## src/rtl/divsqrt_pkg.sv

```systemverilog
// ------------------------------------------------------------
// Shared types and constants of the integer divide/sqrt unit
// Formats, operations, status flags and width helpers
// ------------------------------------------------------------
package divsqrt_pkg;

  localparam int unsigned MAX_WIDTH = 64; // Datapath width
  localparam int unsigned TAG_WIDTH = 4;  // Default tag width

  // Destination format as seen at the unit boundary
  typedef enum logic [1:0] {
    FMT64     = 2'd0,
    FMT32     = 2'd1,
    FMT16     = 2'd2,
    FMT_UNSUP = 2'd3  // Not supported, flagged as nv
  } fmt_e;

  // One-hot format used inside the unit, all zero when unsupported
  typedef logic [2:0] fmt_onehot_t;

  localparam fmt_onehot_t FMT_OH64 = 3'b100;
  localparam fmt_onehot_t FMT_OH32 = 3'b010;
  localparam fmt_onehot_t FMT_OH16 = 3'b001;

  typedef enum logic {
    OP_DIV  = 1'b0,
    OP_SQRT = 1'b1
  } op_e;

  typedef struct packed {
    logic nv; // Unsupported format
    logic dz; // Divide by zero
  } status_t;

  // Bit width of a one-hot format, full width when unsupported
  function automatic int unsigned fmt_width(fmt_onehot_t fmt);
    unique case (fmt)
      FMT_OH32: return 32;
      FMT_OH16: return 16;
      default:  return MAX_WIDTH;
    endcase
  endfunction

endpackage

```

## src/rtl/divsqrt_pipe_stage.sv

```systemverilog
// ------------------------------------------------------------
// Elastic valid/ready pipeline with flush, generic payload
// ------------------------------------------------------------
`timescale 1ns/1ps

module divsqrt_pipe_stage #(
  parameter type         PayloadType = logic,
  parameter int unsigned NumRegs     = 0
) (
  input  logic       clk_i,
  input  logic       rst_n_i,
  input  logic       flush_i,
  // Upstream side
  input  logic       in_valid_i,
  output logic       in_ready_o,
  input  PayloadType in_data_i,
  // Downstream side
  output logic       out_valid_o,
  input  logic       out_ready_i,
  output PayloadType out_data_o,
  output logic       valid_any_o  // Some stage holds data
);

  // Index i holds the signal after i register stages
  logic       [0:NumRegs] valid;
  logic       [0:NumRegs] ready;  // Combinational all the way back
  PayloadType             data [0:NumRegs];

  assign valid[0]   = in_valid_i;
  assign data[0]    = in_data_i;
  assign in_ready_o = ready[0];

  for (genvar i = 0; i < NumRegs; i++) begin : gen_stage
    logic reg_en;
    // Advance when next stage takes our item or holds only a bubble
    assign ready[i] = ready[i+1] | ~valid[i+1];
    assign reg_en   = ready[i] & valid[i];

    always_ff @(posedge clk_i or negedge rst_n_i) begin
      if (!rst_n_i) begin
        valid[i+1] <= 1'b0;
      end else if (flush_i) begin
        valid[i+1] <= 1'b0;           // Drop everything in flight
      end else if (ready[i]) begin
        valid[i+1] <= valid[i];
      end
    end

    always_ff @(posedge clk_i) begin
      if (reg_en) data[i+1] <= data[i]; // Payload, only moves with valid data
    end
  end

  assign ready[NumRegs] = out_ready_i;  // Ready enters from downstream
  assign out_valid_o    = valid[NumRegs];
  assign out_data_o     = data[NumRegs];

  if (NumRegs == 0) begin : gen_no_regs
    assign valid_any_o = 1'b0;
  end else begin : gen_any
    assign valid_any_o = |valid[1:NumRegs];
  end

endmodule

```

## src/rtl/divsqrt_operand_box.sv

```systemverilog
// ------------------------------------------------------------
// Issue register: one-hot format and ones-boxed operands
// ------------------------------------------------------------
`timescale 1ns/1ps

module divsqrt_operand_box (
  input  logic                              clk_i,
  input  logic                              rst_n_i,
  input  logic                              start_i,
  input  divsqrt_pkg::op_e                  op_i,
  input  divsqrt_pkg::fmt_e                 fmt_i,
  input  logic [divsqrt_pkg::MAX_WIDTH-1:0] operand0_i,
  input  logic [divsqrt_pkg::MAX_WIDTH-1:0] operand1_i,
  output divsqrt_pkg::op_e                  op_o,
  output divsqrt_pkg::fmt_onehot_t          fmt_onehot_o,
  output logic [divsqrt_pkg::MAX_WIDTH-1:0] src0_o,
  output logic [divsqrt_pkg::MAX_WIDTH-1:0] src1_o
);
  import divsqrt_pkg::*;

  fmt_onehot_t          fmt_onehot;
  logic [MAX_WIDTH-1:0] box_mask;   // Ones above the format width
  logic [MAX_WIDTH-1:0] src0, src1;

  // Format translation
  always_comb begin
    unique case (fmt_i)
      FMT64:   fmt_onehot = FMT_OH64;
      FMT32:   fmt_onehot = FMT_OH32;
      FMT16:   fmt_onehot = FMT_OH16;
      default: fmt_onehot = '0;       // Unsupported
    endcase
  end

  assign box_mask = ~({MAX_WIDTH{1'b1}} >> (MAX_WIDTH - fmt_width(fmt_onehot)));
  assign src0     = (fmt_onehot == '0) ? '1 : (operand0_i | box_mask);
  assign src1     = (fmt_onehot == '0) ? '1 : (operand1_i | box_mask);

  always_ff @(posedge clk_i or negedge rst_n_i) begin
    if (!rst_n_i) begin
      op_o         <= OP_DIV;
      fmt_onehot_o <= '0;
    end else if (start_i) begin
      op_o         <= op_i;
      fmt_onehot_o <= fmt_onehot;
    end
  end

  always_ff @(posedge clk_i) begin
    if (start_i) begin
      src0_o <= src0;
      src1_o <= src1;
    end
  end

endmodule

```

## src/rtl/divsqrt_iter_core.sv

```systemverilog
// ------------------------------------------------------------
// Iterative restoring divider and bit-pair square root
// One result bit per cycle, result rules and boxing at the end
// ------------------------------------------------------------
`timescale 1ns/1ps

module divsqrt_iter_core (
  input  logic                              clk_i,
  input  logic                              rst_n_i,
  input  logic                              flush_i,
  input  logic                              start_i,
  input  divsqrt_pkg::op_e                  op_i,
  input  divsqrt_pkg::fmt_onehot_t          fmt_onehot_i,
  input  logic [divsqrt_pkg::MAX_WIDTH-1:0] src0_i,
  input  logic [divsqrt_pkg::MAX_WIDTH-1:0] src1_i,
  output logic                              done_o,
  output logic                              busy_o,
  output logic [divsqrt_pkg::MAX_WIDTH-1:0] result_o,
  output divsqrt_pkg::status_t              status_o
);
  import divsqrt_pkg::*;

  typedef enum logic [1:0] {CORE_IDLE, CORE_LOAD, CORE_RUN, CORE_FIN} core_state_e;

  core_state_e          state_q;
  logic [6:0]           cnt_q;      // Iterations left minus one
  logic                 done_q;
  logic [MAX_WIDTH:0]   acc_q;      // Partial remainder, one spare bit
  logic [MAX_WIDTH-1:0] sh_q;       // Left-aligned dividend or radicand
  logic [MAX_WIDTH-1:0] res_q;      // Quotient or root, LSB first in
  logic [MAX_WIDTH-1:0] result_q;
  status_t              status_q;

  logic                 is_div;
  logic                 fmt_bad;
  logic                 div_zero;
  logic [7:0]           width;
  logic [6:0]           n_iter;
  logic [MAX_WIDTH-1:0] fmt_mask;   // Ones inside the format width
  logic [MAX_WIDTH:0]   shifted, trial, diff;
  logic                 ge;
  logic [MAX_WIDTH-1:0] fin_result;
  status_t              fin_status;

  // ------------------------------------------------------------
  // Format decode
  // ------------------------------------------------------------
  assign is_div   = (op_i == OP_DIV);
  assign fmt_bad  = (fmt_onehot_i == '0);
  assign width    = 8'(fmt_width(fmt_onehot_i));
  assign fmt_mask = {MAX_WIDTH{1'b1}} >> (MAX_WIDTH - width);
  assign div_zero = is_div & ((src1_i & fmt_mask) == '0);

  always_comb begin
    if (fmt_bad)     n_iter = 7'd1;        // Ends right away
    else if (is_div) n_iter = width[6:0];  // One bit per format bit
    else             n_iter = width[7:1];  // Root has half the bits
  end

  // ------------------------------------------------------------
  // One iteration, shared trial subtract
  // ------------------------------------------------------------
  always_comb begin
    if (is_div) begin
      shifted = {acc_q[MAX_WIDTH-1:0], sh_q[MAX_WIDTH-1]};
      trial   = {1'b0, src1_i & fmt_mask};      // Divisor, box bits stripped
    end else begin
      shifted = {acc_q[MAX_WIDTH-2:0], sh_q[MAX_WIDTH-1 -: 2]}; // Bring down a bit pair
      trial   = {res_q[MAX_WIDTH-2:0], 2'b01};  // 4*root + 1
    end
    ge   = (shifted >= trial);
    diff = shifted - trial;
  end

  // Result rules
  always_comb begin
    fin_status.nv = fmt_bad;
    fin_status.dz = div_zero & ~fmt_bad;
    if (fmt_bad || div_zero) fin_result = '1;
    else                     fin_result = (res_q & fmt_mask) | ~fmt_mask; // Ones-box
  end

  // ------------------------------------------------------------
  // Sequencing
  // ------------------------------------------------------------
  always_ff @(posedge clk_i or negedge rst_n_i) begin
    if (!rst_n_i) begin
      state_q <= CORE_IDLE;
      cnt_q   <= '0;
      done_q  <= 1'b0;
    end else if (flush_i) begin
      state_q <= CORE_IDLE;             // Abort, nothing is reported
      done_q  <= 1'b0;
    end else begin
      done_q <= 1'b0;                   // Single-cycle strobe
      unique case (state_q)
        CORE_IDLE: if (start_i) state_q <= CORE_LOAD; // Operands land in the box
        CORE_LOAD: begin
          cnt_q   <= n_iter - 7'd1;
          state_q <= CORE_RUN;
        end
        CORE_RUN: begin
          cnt_q <= cnt_q - 7'd1;
          if (cnt_q == '0) state_q <= CORE_FIN;
        end
        CORE_FIN: begin
          done_q  <= 1'b1;
          state_q <= CORE_IDLE;
        end
        default: state_q <= CORE_IDLE;
      endcase
    end
  end

  always_ff @(posedge clk_i) begin
    if (state_q == CORE_LOAD) begin
      acc_q <= '0;
      res_q <= '0;
      sh_q  <= src0_i << (MAX_WIDTH - width); // Align MSB of the format
    end else if (state_q == CORE_RUN) begin
      acc_q <= ge ? diff : shifted;            // Restore on a failed trial
      res_q <= {res_q[MAX_WIDTH-2:0], ge};
      sh_q  <= is_div ? (sh_q << 1) : (sh_q << 2);
    end
    if (state_q == CORE_FIN) begin
      result_q <= fin_result;
      status_q <= fin_status;
    end
  end

  assign done_o   = done_q;
  assign busy_o   = (state_q != CORE_IDLE);
  assign result_o = result_q;
  assign status_o = status_q;

endmodule

```

## src/rtl/divsqrt_ctrl.sv

```systemverilog
// ------------------------------------------------------------
// Issue FSM, tag register, hold register and output select
// ------------------------------------------------------------
`timescale 1ns/1ps

module divsqrt_ctrl #(
  parameter int unsigned TagWidth = divsqrt_pkg::TAG_WIDTH
) (
  input  logic                              clk_i,
  input  logic                              rst_n_i,
  input  logic                              flush_i,
  input  logic                              in_valid_i,
  output logic                              in_ready_o,
  input  logic [TagWidth-1:0]               tag_i,
  output logic                              start_o,
  input  logic                              core_done_i,
  input  logic [divsqrt_pkg::MAX_WIDTH-1:0] core_result_i,
  input  divsqrt_pkg::status_t              core_status_i,
  output logic                              out_valid_o,
  input  logic                              out_ready_i,
  output logic [divsqrt_pkg::MAX_WIDTH-1:0] result_o,
  output divsqrt_pkg::status_t              status_o,
  output logic [TagWidth-1:0]               tag_o,
  output logic                              busy_o
);
  import divsqrt_pkg::*;

  typedef enum logic [1:0] {IDLE, BUSY, HOLD} fsm_state_e;

  fsm_state_e           state_q, state_d;
  logic                 in_ready;
  logic                 out_valid;
  logic                 unit_busy;
  logic                 hold_en;
  logic [TagWidth-1:0]  tag_q;
  logic [MAX_WIDTH-1:0] held_result_q;
  status_t              held_status_q;

  // ------------------------------------------------------------
  // FSM
  // ------------------------------------------------------------
  always_comb begin
    in_ready  = 1'b0;
    out_valid = 1'b0;
    unit_busy = 1'b0;
    state_d   = state_q;
    unique case (state_q)
      IDLE: begin
        in_ready = 1'b1;
        if (in_valid_i) state_d = BUSY;
      end
      BUSY: begin
        unit_busy = 1'b1;
        if (core_done_i) begin
          out_valid = 1'b1;
          if (out_ready_i) begin
            in_ready = 1'b1;                      // Next op may start now
            state_d  = in_valid_i ? BUSY : IDLE;
          end else begin
            state_d = HOLD;                       // Park result downstream stalls
          end
        end
      end
      HOLD: begin
        unit_busy = 1'b1;
        out_valid = 1'b1;
        if (out_ready_i) begin
          in_ready = 1'b1;
          state_d  = in_valid_i ? BUSY : IDLE;
        end
      end
      default: state_d = IDLE;
    endcase
    // Flush wins over everything
    if (flush_i) begin
      in_ready  = 1'b0;
      out_valid = 1'b0;
      unit_busy = 1'b0;
      state_d   = IDLE;
    end
  end

  always_ff @(posedge clk_i or negedge rst_n_i) begin
    if (!rst_n_i) state_q <= IDLE;
    else          state_q <= state_d;
  end

  assign start_o = in_valid_i & in_ready; // Strobe, in_ready already low on flush
  assign hold_en = core_done_i & ~out_ready_i;

  // Tag follows the op into the core, result parked on a stall
  always_ff @(posedge clk_i) begin
    if (start_o) tag_q <= tag_i;
    if (hold_en) begin
      held_result_q <= core_result_i;
      held_status_q <= core_status_i;
    end
  end

  // ------------------------------------------------------------
  // Output select, held data first
  // ------------------------------------------------------------
  assign result_o    = (state_q == HOLD) ? held_result_q : core_result_i;
  assign status_o    = (state_q == HOLD) ? held_status_q : core_status_i;
  assign tag_o       = tag_q;
  assign out_valid_o = out_valid;
  assign in_ready_o  = in_ready;
  assign busy_o      = unit_busy;

endmodule

```

## src/rtl/divsqrt_top.sv

```systemverilog
// ------------------------------------------------------------
// Integer divide/sqrt unit: input pipe, control, core, output pipe
// ------------------------------------------------------------
`timescale 1ns/1ps

module divsqrt_top #(
  parameter int unsigned NumInpRegs = 0,
  parameter int unsigned NumOutRegs = 0,
  parameter int unsigned TagWidth   = divsqrt_pkg::TAG_WIDTH
) (
  input  logic                                   clk_i,
  input  logic                                   rst_n_i,
  input  logic                                   flush_i,
  input  logic                                   in_valid_i,
  output logic                                   in_ready_o,
  input  logic [1:0][divsqrt_pkg::MAX_WIDTH-1:0] operands_i,
  input  divsqrt_pkg::op_e                       op_i,
  input  divsqrt_pkg::fmt_e                      fmt_i,
  input  logic [TagWidth-1:0]                    tag_i,
  output logic                                   out_valid_o,
  input  logic                                   out_ready_i,
  output logic [divsqrt_pkg::MAX_WIDTH-1:0]      result_o,
  output divsqrt_pkg::status_t                   status_o,
  output logic [TagWidth-1:0]                    tag_o,
  output logic                                   busy_o
);
  import divsqrt_pkg::*;

  typedef struct packed {
    logic [1:0][MAX_WIDTH-1:0] operands;
    op_e                       op;
    fmt_e                      fmt;
    logic [TagWidth-1:0]       tag;
  } inp_payload_t;

  typedef struct packed {
    logic [MAX_WIDTH-1:0] result;
    status_t              status;
    logic [TagWidth-1:0]  tag;
  } out_payload_t;

  inp_payload_t         inp_data, issue_data;
  out_payload_t         res_data, out_data;
  logic                 issue_valid, issue_ready;
  logic                 res_valid, res_ready;
  logic                 inp_busy, out_busy, ctrl_busy;
  logic                 start;
  op_e                  box_op;
  fmt_onehot_t          box_fmt;
  logic [MAX_WIDTH-1:0] src0, src1;
  logic                 core_done;
  logic [MAX_WIDTH-1:0] core_result;
  status_t              core_status;

  assign inp_data.operands = operands_i;
  assign inp_data.op       = op_i;
  assign inp_data.fmt      = fmt_i;
  assign inp_data.tag      = tag_i;

  divsqrt_pipe_stage #(.PayloadType(inp_payload_t), .NumRegs(NumInpRegs)) u_inp_pipe (
    .clk_i, .rst_n_i, .flush_i,
    .in_valid_i, .in_ready_o, .in_data_i(inp_data),
    .out_valid_o(issue_valid), .out_ready_i(issue_ready), .out_data_o(issue_data),
    .valid_any_o(inp_busy)
  );

  divsqrt_ctrl #(.TagWidth(TagWidth)) u_ctrl (
    .clk_i, .rst_n_i, .flush_i,
    .in_valid_i(issue_valid), .in_ready_o(issue_ready), .tag_i(issue_data.tag),
    .start_o(start),
    .core_done_i(core_done), .core_result_i(core_result), .core_status_i(core_status),
    .out_valid_o(res_valid), .out_ready_i(res_ready),
    .result_o(res_data.result), .status_o(res_data.status), .tag_o(res_data.tag),
    .busy_o(ctrl_busy)
  );

  divsqrt_operand_box u_operand_box (
    .clk_i, .rst_n_i, .start_i(start),
    .op_i(issue_data.op), .fmt_i(issue_data.fmt),
    .operand0_i(issue_data.operands[0]), .operand1_i(issue_data.operands[1]),
    .op_o(box_op), .fmt_onehot_o(box_fmt), .src0_o(src0), .src1_o(src1)
  );

  divsqrt_iter_core u_core (
    .clk_i, .rst_n_i, .flush_i, .start_i(start),
    .op_i(box_op), .fmt_onehot_i(box_fmt), .src0_i(src0), .src1_i(src1),
    .done_o(core_done), .busy_o(), .result_o(core_result), .status_o(core_status)
  );

  divsqrt_pipe_stage #(.PayloadType(out_payload_t), .NumRegs(NumOutRegs)) u_out_pipe (
    .clk_i, .rst_n_i, .flush_i,
    .in_valid_i(res_valid), .in_ready_o(res_ready), .in_data_i(res_data),
    .out_valid_o, .out_ready_i, .out_data_o(out_data),
    .valid_any_o(out_busy)
  );

  assign result_o = out_data.result;
  assign status_o = out_data.status;
  assign tag_o    = out_data.tag;
  assign busy_o   = inp_busy | ctrl_busy | out_busy; // Either pipe or the issued op

endmodule

```

## config.mk

```make
export PLATFORM = sky130hd
export DESIGN_NAME = divsqrt_top
export DESIGN_NICKNAME = d
export VERILOG_FILES = /design/src/rtl/divsqrt_pkg.sv /design/src/rtl/divsqrt_pipe_stage.sv /design/src/rtl/divsqrt_operand_box.sv /design/src/rtl/divsqrt_iter_core.sv /design/src/rtl/divsqrt_ctrl.sv /design/src/rtl/divsqrt_top.sv
export SDC_FILE = /design/constraint.sdc
export NUM_CORES = 1
export LEC_CHECK = 0
export BUFFER_PORTS_ARGS = -buffer_cell sky130_fd_sc_hd__clkbuf_2
export CAP_MARGIN = 25
export CELL_PAD_IN_SITES_DETAIL_PLACEMENT = 1
export CELL_PAD_IN_SITES_GLOBAL_PLACEMENT = 1
export CORE_MARGIN = 4
export CORE_UTILIZATION = 35
export CTS_CLUSTER_SIZE = 28
export DETAILED_ROUTE_END_ITERATION = 10
export PLACE_DENSITY = 0.62
export SYNTH_ARGS = -nofsm -noshare
export SYNTH_HDL_FRONTEND = slang
export SYNTH_SLANG_ARGS = --single-unit
```

## constraint.sdc

```tcl
create_clock -name clk_i -period 6.1 [get_ports clk_i]
set_clock_uncertainty 0.2 [all_clocks]
set_input_delay 1.525 -clock clk_i [delete_from_list [all_inputs] [get_ports clk_i]]
set_output_delay 1.525 -clock clk_i [all_outputs]
set_load 0.005 [all_outputs]
```

==> run summary <==
# Post-CTS Setup Buffers -> 0
Fmax -> 0.192 GHz
Power Internal -> 9840 uW
TritonCTS sink count -> 472
Post-Syn Instances -> 2356
Worst-Skew Late Latency -> 610 ps
Total Power -> 17200 uW
Nature of the critical path startpoint -> flip-flop
GRT Resource Usage Total -> 0.190
Final hold vios -> 0
Register area share after synthesis -> 0.500
NetSw -> 7400 uW
Final worst path period need -> 5210 ps
Main synth FF type -> edfxtp_1
Clock slew at reported path FFs -> 60 ps
Area Overhead vs Synth -> 14.8%
Register share of total power -> 0.283
Largest net degree at the start of global routing -> 92
H-tree depth -> 2
First-pass GRT wire length -> 119000 um
RSZ-0062 raised after global routing -> no
DR vias -> 18900
PwrDens -> 586 nW/um^2
Nets -> 2726
Commonest non-fill, non-tap cells in the layout -> 328 x edfxtp_1, 212 x clkbuf_2, 209 x nor2_1, 206 x mux2i_1, 143 x nand2_1
Hold Crit Endpoint -> u_ctrl.held_status_q[0]
Post-synth EDFFs -> 328
Number of diodes -> 0
CTS-repair resized insts -> 0
Final worst-path cycle share -> 0.854
DR vias/cell -> 5.40
Routed wl met3 -> 2460 um
Drt total wl -> 75600 um
Sw Ratio -> 0.429
Die width -> 279 um
Critical path type -> reg2reg
Logic pwr share -> 0.528
Vias in the first global route -> 20200
Avg WL per Cell -> 21.6 um
Die Span Y -> 279 um
# setup viols final -> 0
Hold Crit Depth -> 0
Worst EP required -> 6440 ps
Reg2Reg Depth -> 17
Total Neg Setup Slack -> 0 ps
Hold Crit Class -> reg2reg
Synth async-reset ratio -> 0.0339
Worst slew pin tran -> 1010 ps
Synth Warn # -> 0
Crit path capture type -> flip-flop
Clk root buf -> clkbuf_16
Synthesized area per cell -> 10.9 um^2
Clock share of power -> 0.190
Netlist Area Pre-Place -> 25600 um^2
Cts hold-fix bufs -> 0
Post-DRT Antenna Nets -> 0
Share of post-route cells with drive strength above 1 -> 0.213
Initial Util -> 0.356
Met1 WL -> 33700 um
Drt initial violations -> 1119
Fin util -> 0.408
Initial antenna violation count -> 0
R2R Setup Slk -> 890 ps
# IOs -> 213
Slew HR -> 0.318
CTS tree -> done
Placed cell areas -> 27600 um^2
WL met2 -> 37500 um
Leakage power -> 0.0111 uW
Yosys reg bits -> 472
Slew Limit Fails -> 0
Hold path startpoint -> u_core.status_o[0]
Residual DRC count -> 0
Peak VDD IR -> 378 uV
DP Wirelength -> 55300 um
Rows -> 98
Synth Net Count -> 2579
Worst r2r src -> u_operand_box.fmt_onehot_o[0]
RePlAce Congestion -> 0.865
Grt ovf -> 0
Die area -> 77600 um^2
Finished Cell Area -> 29400 um^2
Max clock buf depth -> 3
CTS Buf Count -> 54
Status -> completed
First-pass DRT Iterations -> 5
Cell variety after synth -> 82
Crit path max fanout -> 19
Most common cell after layout, fill and taps aside -> edfxtp_1
Max_cap viols -> 0
CP Data Arrival Time -> 5550 ps
Top sig layer -> met4
I/O Buffers -> 212
Core Area -> 72100 um^2
RR Endpoint -> u_core.acc_q[59]
==> cell type report <==
class                   count  area, um^2
repair buffers            254        1440
inverters                  32         125
clock inverters            18         184
well taps                 950        1190
clock buffers              83        1600
flip-flops and latches    472       12800
fillers                  7891       42700
multi-input cells        1689       12100
==> worst max-delay path by stage <==
| stage | start | end | slack [ps] | cells after the start |
|---|---|---|---|---|
| after CTS | u_operand_box.fmt_onehot_o[0] | u_core.acc_q[59] | 780 | 18 |
| final | u_operand_box.fmt_onehot_o[0] | u_core.acc_q[59] | 890 | 17 |
| after detailed placement | u_operand_box.fmt_onehot_o[0] | u_core.acc_q[59] | 800 | 18 |
| after global placement | u_operand_box.fmt_onehot_o[0] | u_core.acc_q[59] | 830 | 18 |
| after global routing | u_operand_box.fmt_onehot_o[0] | u_core.acc_q[59] | 450 | 18 |
| after floorplan | flush_i | u_ctrl.tag_o[0] | 640 | 4 |
==> power by group through the flow <==
stage / clock [uW] / combinational (uW) / sequential (uW)
after floorplan: 0 / 6910 / 4710
after global placement: 0 / 8910 / 4910
after detailed placement: 0 / 9080 / 4940
after CTS: 3370 / 9140 / 4880
after global routing: 3510 / 10100 / 4960
final: 3270 / 9100 / 4880
==> sequential cells by signal, indices dropped and copies added (netlist names), 3 cells and up <==
signal	count
u_core.acc_q	64
u_core.res_q	64
u_core.result_o	64
u_core.sh_q	64
u_ctrl.held_result_q	64
u_operand_box.src0_o	64
u_operand_box.src1_o	64
u_core.cnt_q	7
u_ctrl.tag_o	4
u_operand_box.fmt_onehot_o	3
==> stage by stage <==
stage	hold WS, ps	instances	worst slack (ps)
detailed placement	235	3394	804
finish	238	3498	889
floorplan	222	2356	641
global placement	230	3390	831
global route	257	3498	448
CTS	250	3495	783
==> cells by family (layout without fill, tap and decap cells) <==
logic type | after synthesis | in the layout | share of synthesized area
compound gates | 508 | 508 | 0.132
xor+xnor | 58 | 58 | 0.0198
fa+ha+maj | 83 | 83 | 0.0408
buf+inv | 195 | 387 | 0.0325
flops | 472 | 472 | 0.500
mux | 339 | 339 | 0.139
simple gates | 701 | 701 | 0.137
==> cell usage after synthesis (all sizes together), types with 3 or more instances <==
library cell | n | area, um^2
edfxtp | 328 | 9850
nor2 | 209 | 785
mux2i | 206 | 2060
a21oi | 146 | 746
nand2 | 145 | 547
mux2 | 133 | 1500
dfxtp | 128 | 2560
clkbuf | 116 | 438
or3 | 103 | 649
o21ai | 94 | 478
ha | 82 | 1030
nand2b | 71 | 444
a211oi | 49 | 388
a22oi | 49 | 368
buf | 47 | 274
or2 | 38 | 238
xnor2 | 34 | 298
inv | 32 | 120
nand4 | 29 | 188
a21o | 28 | 210
nor3 | 26 | 135
xor2 | 24 | 210
o221ai | 19 | 166
nand3 | 18 | 95.1
o22ai | 18 | 113
o21bai | 17 | 128
dfrtp | 16 | 400
o22a | 16 | 140
nor4 | 15 | 93.8
o211ai | 12 | 90.1
nor2b | 11 | 68.8
a311oi | 9 | 78.8
a31oi | 9 | 71.3
and3 | 9 | 56.3
and2 | 8 | 50.1
o21a | 8 | 60.1
a221oi | 6 | 76.3
and4 | 5 | 43.8
nand3b | 5 | 37.5
a2bb2oi | 3 | 32.5
a32o | 3 | 31.3
nor4b | 3 | 26.3
o31a | 3 | 27.5
or4 | 3 | 22.5
==> critical path, stage by stage (launching register included) <==
cell and delay [ps]:
dfrtp_1 440, or3b_2 520, ha_1 430, nor2_1 180, buf_4 220, a22oi_1 110, ha_1 450, inv_1 100
nor3_1 260, nand2_1 120, nor4b_1 400, o211ai_1 220, nand2_2 190, a31o_2 400, buf_4 370, nand2_1 90
o31a_1 330, nor2_1 80
==> layer usage <==
metal	up-vias	GRT usage
met5	-	0
met2	318	0.334
met4	0	0.0511
li1	9082	-
met1	9379	0.247
met3	109	0.0247
(Power assumes the default switching activity.)
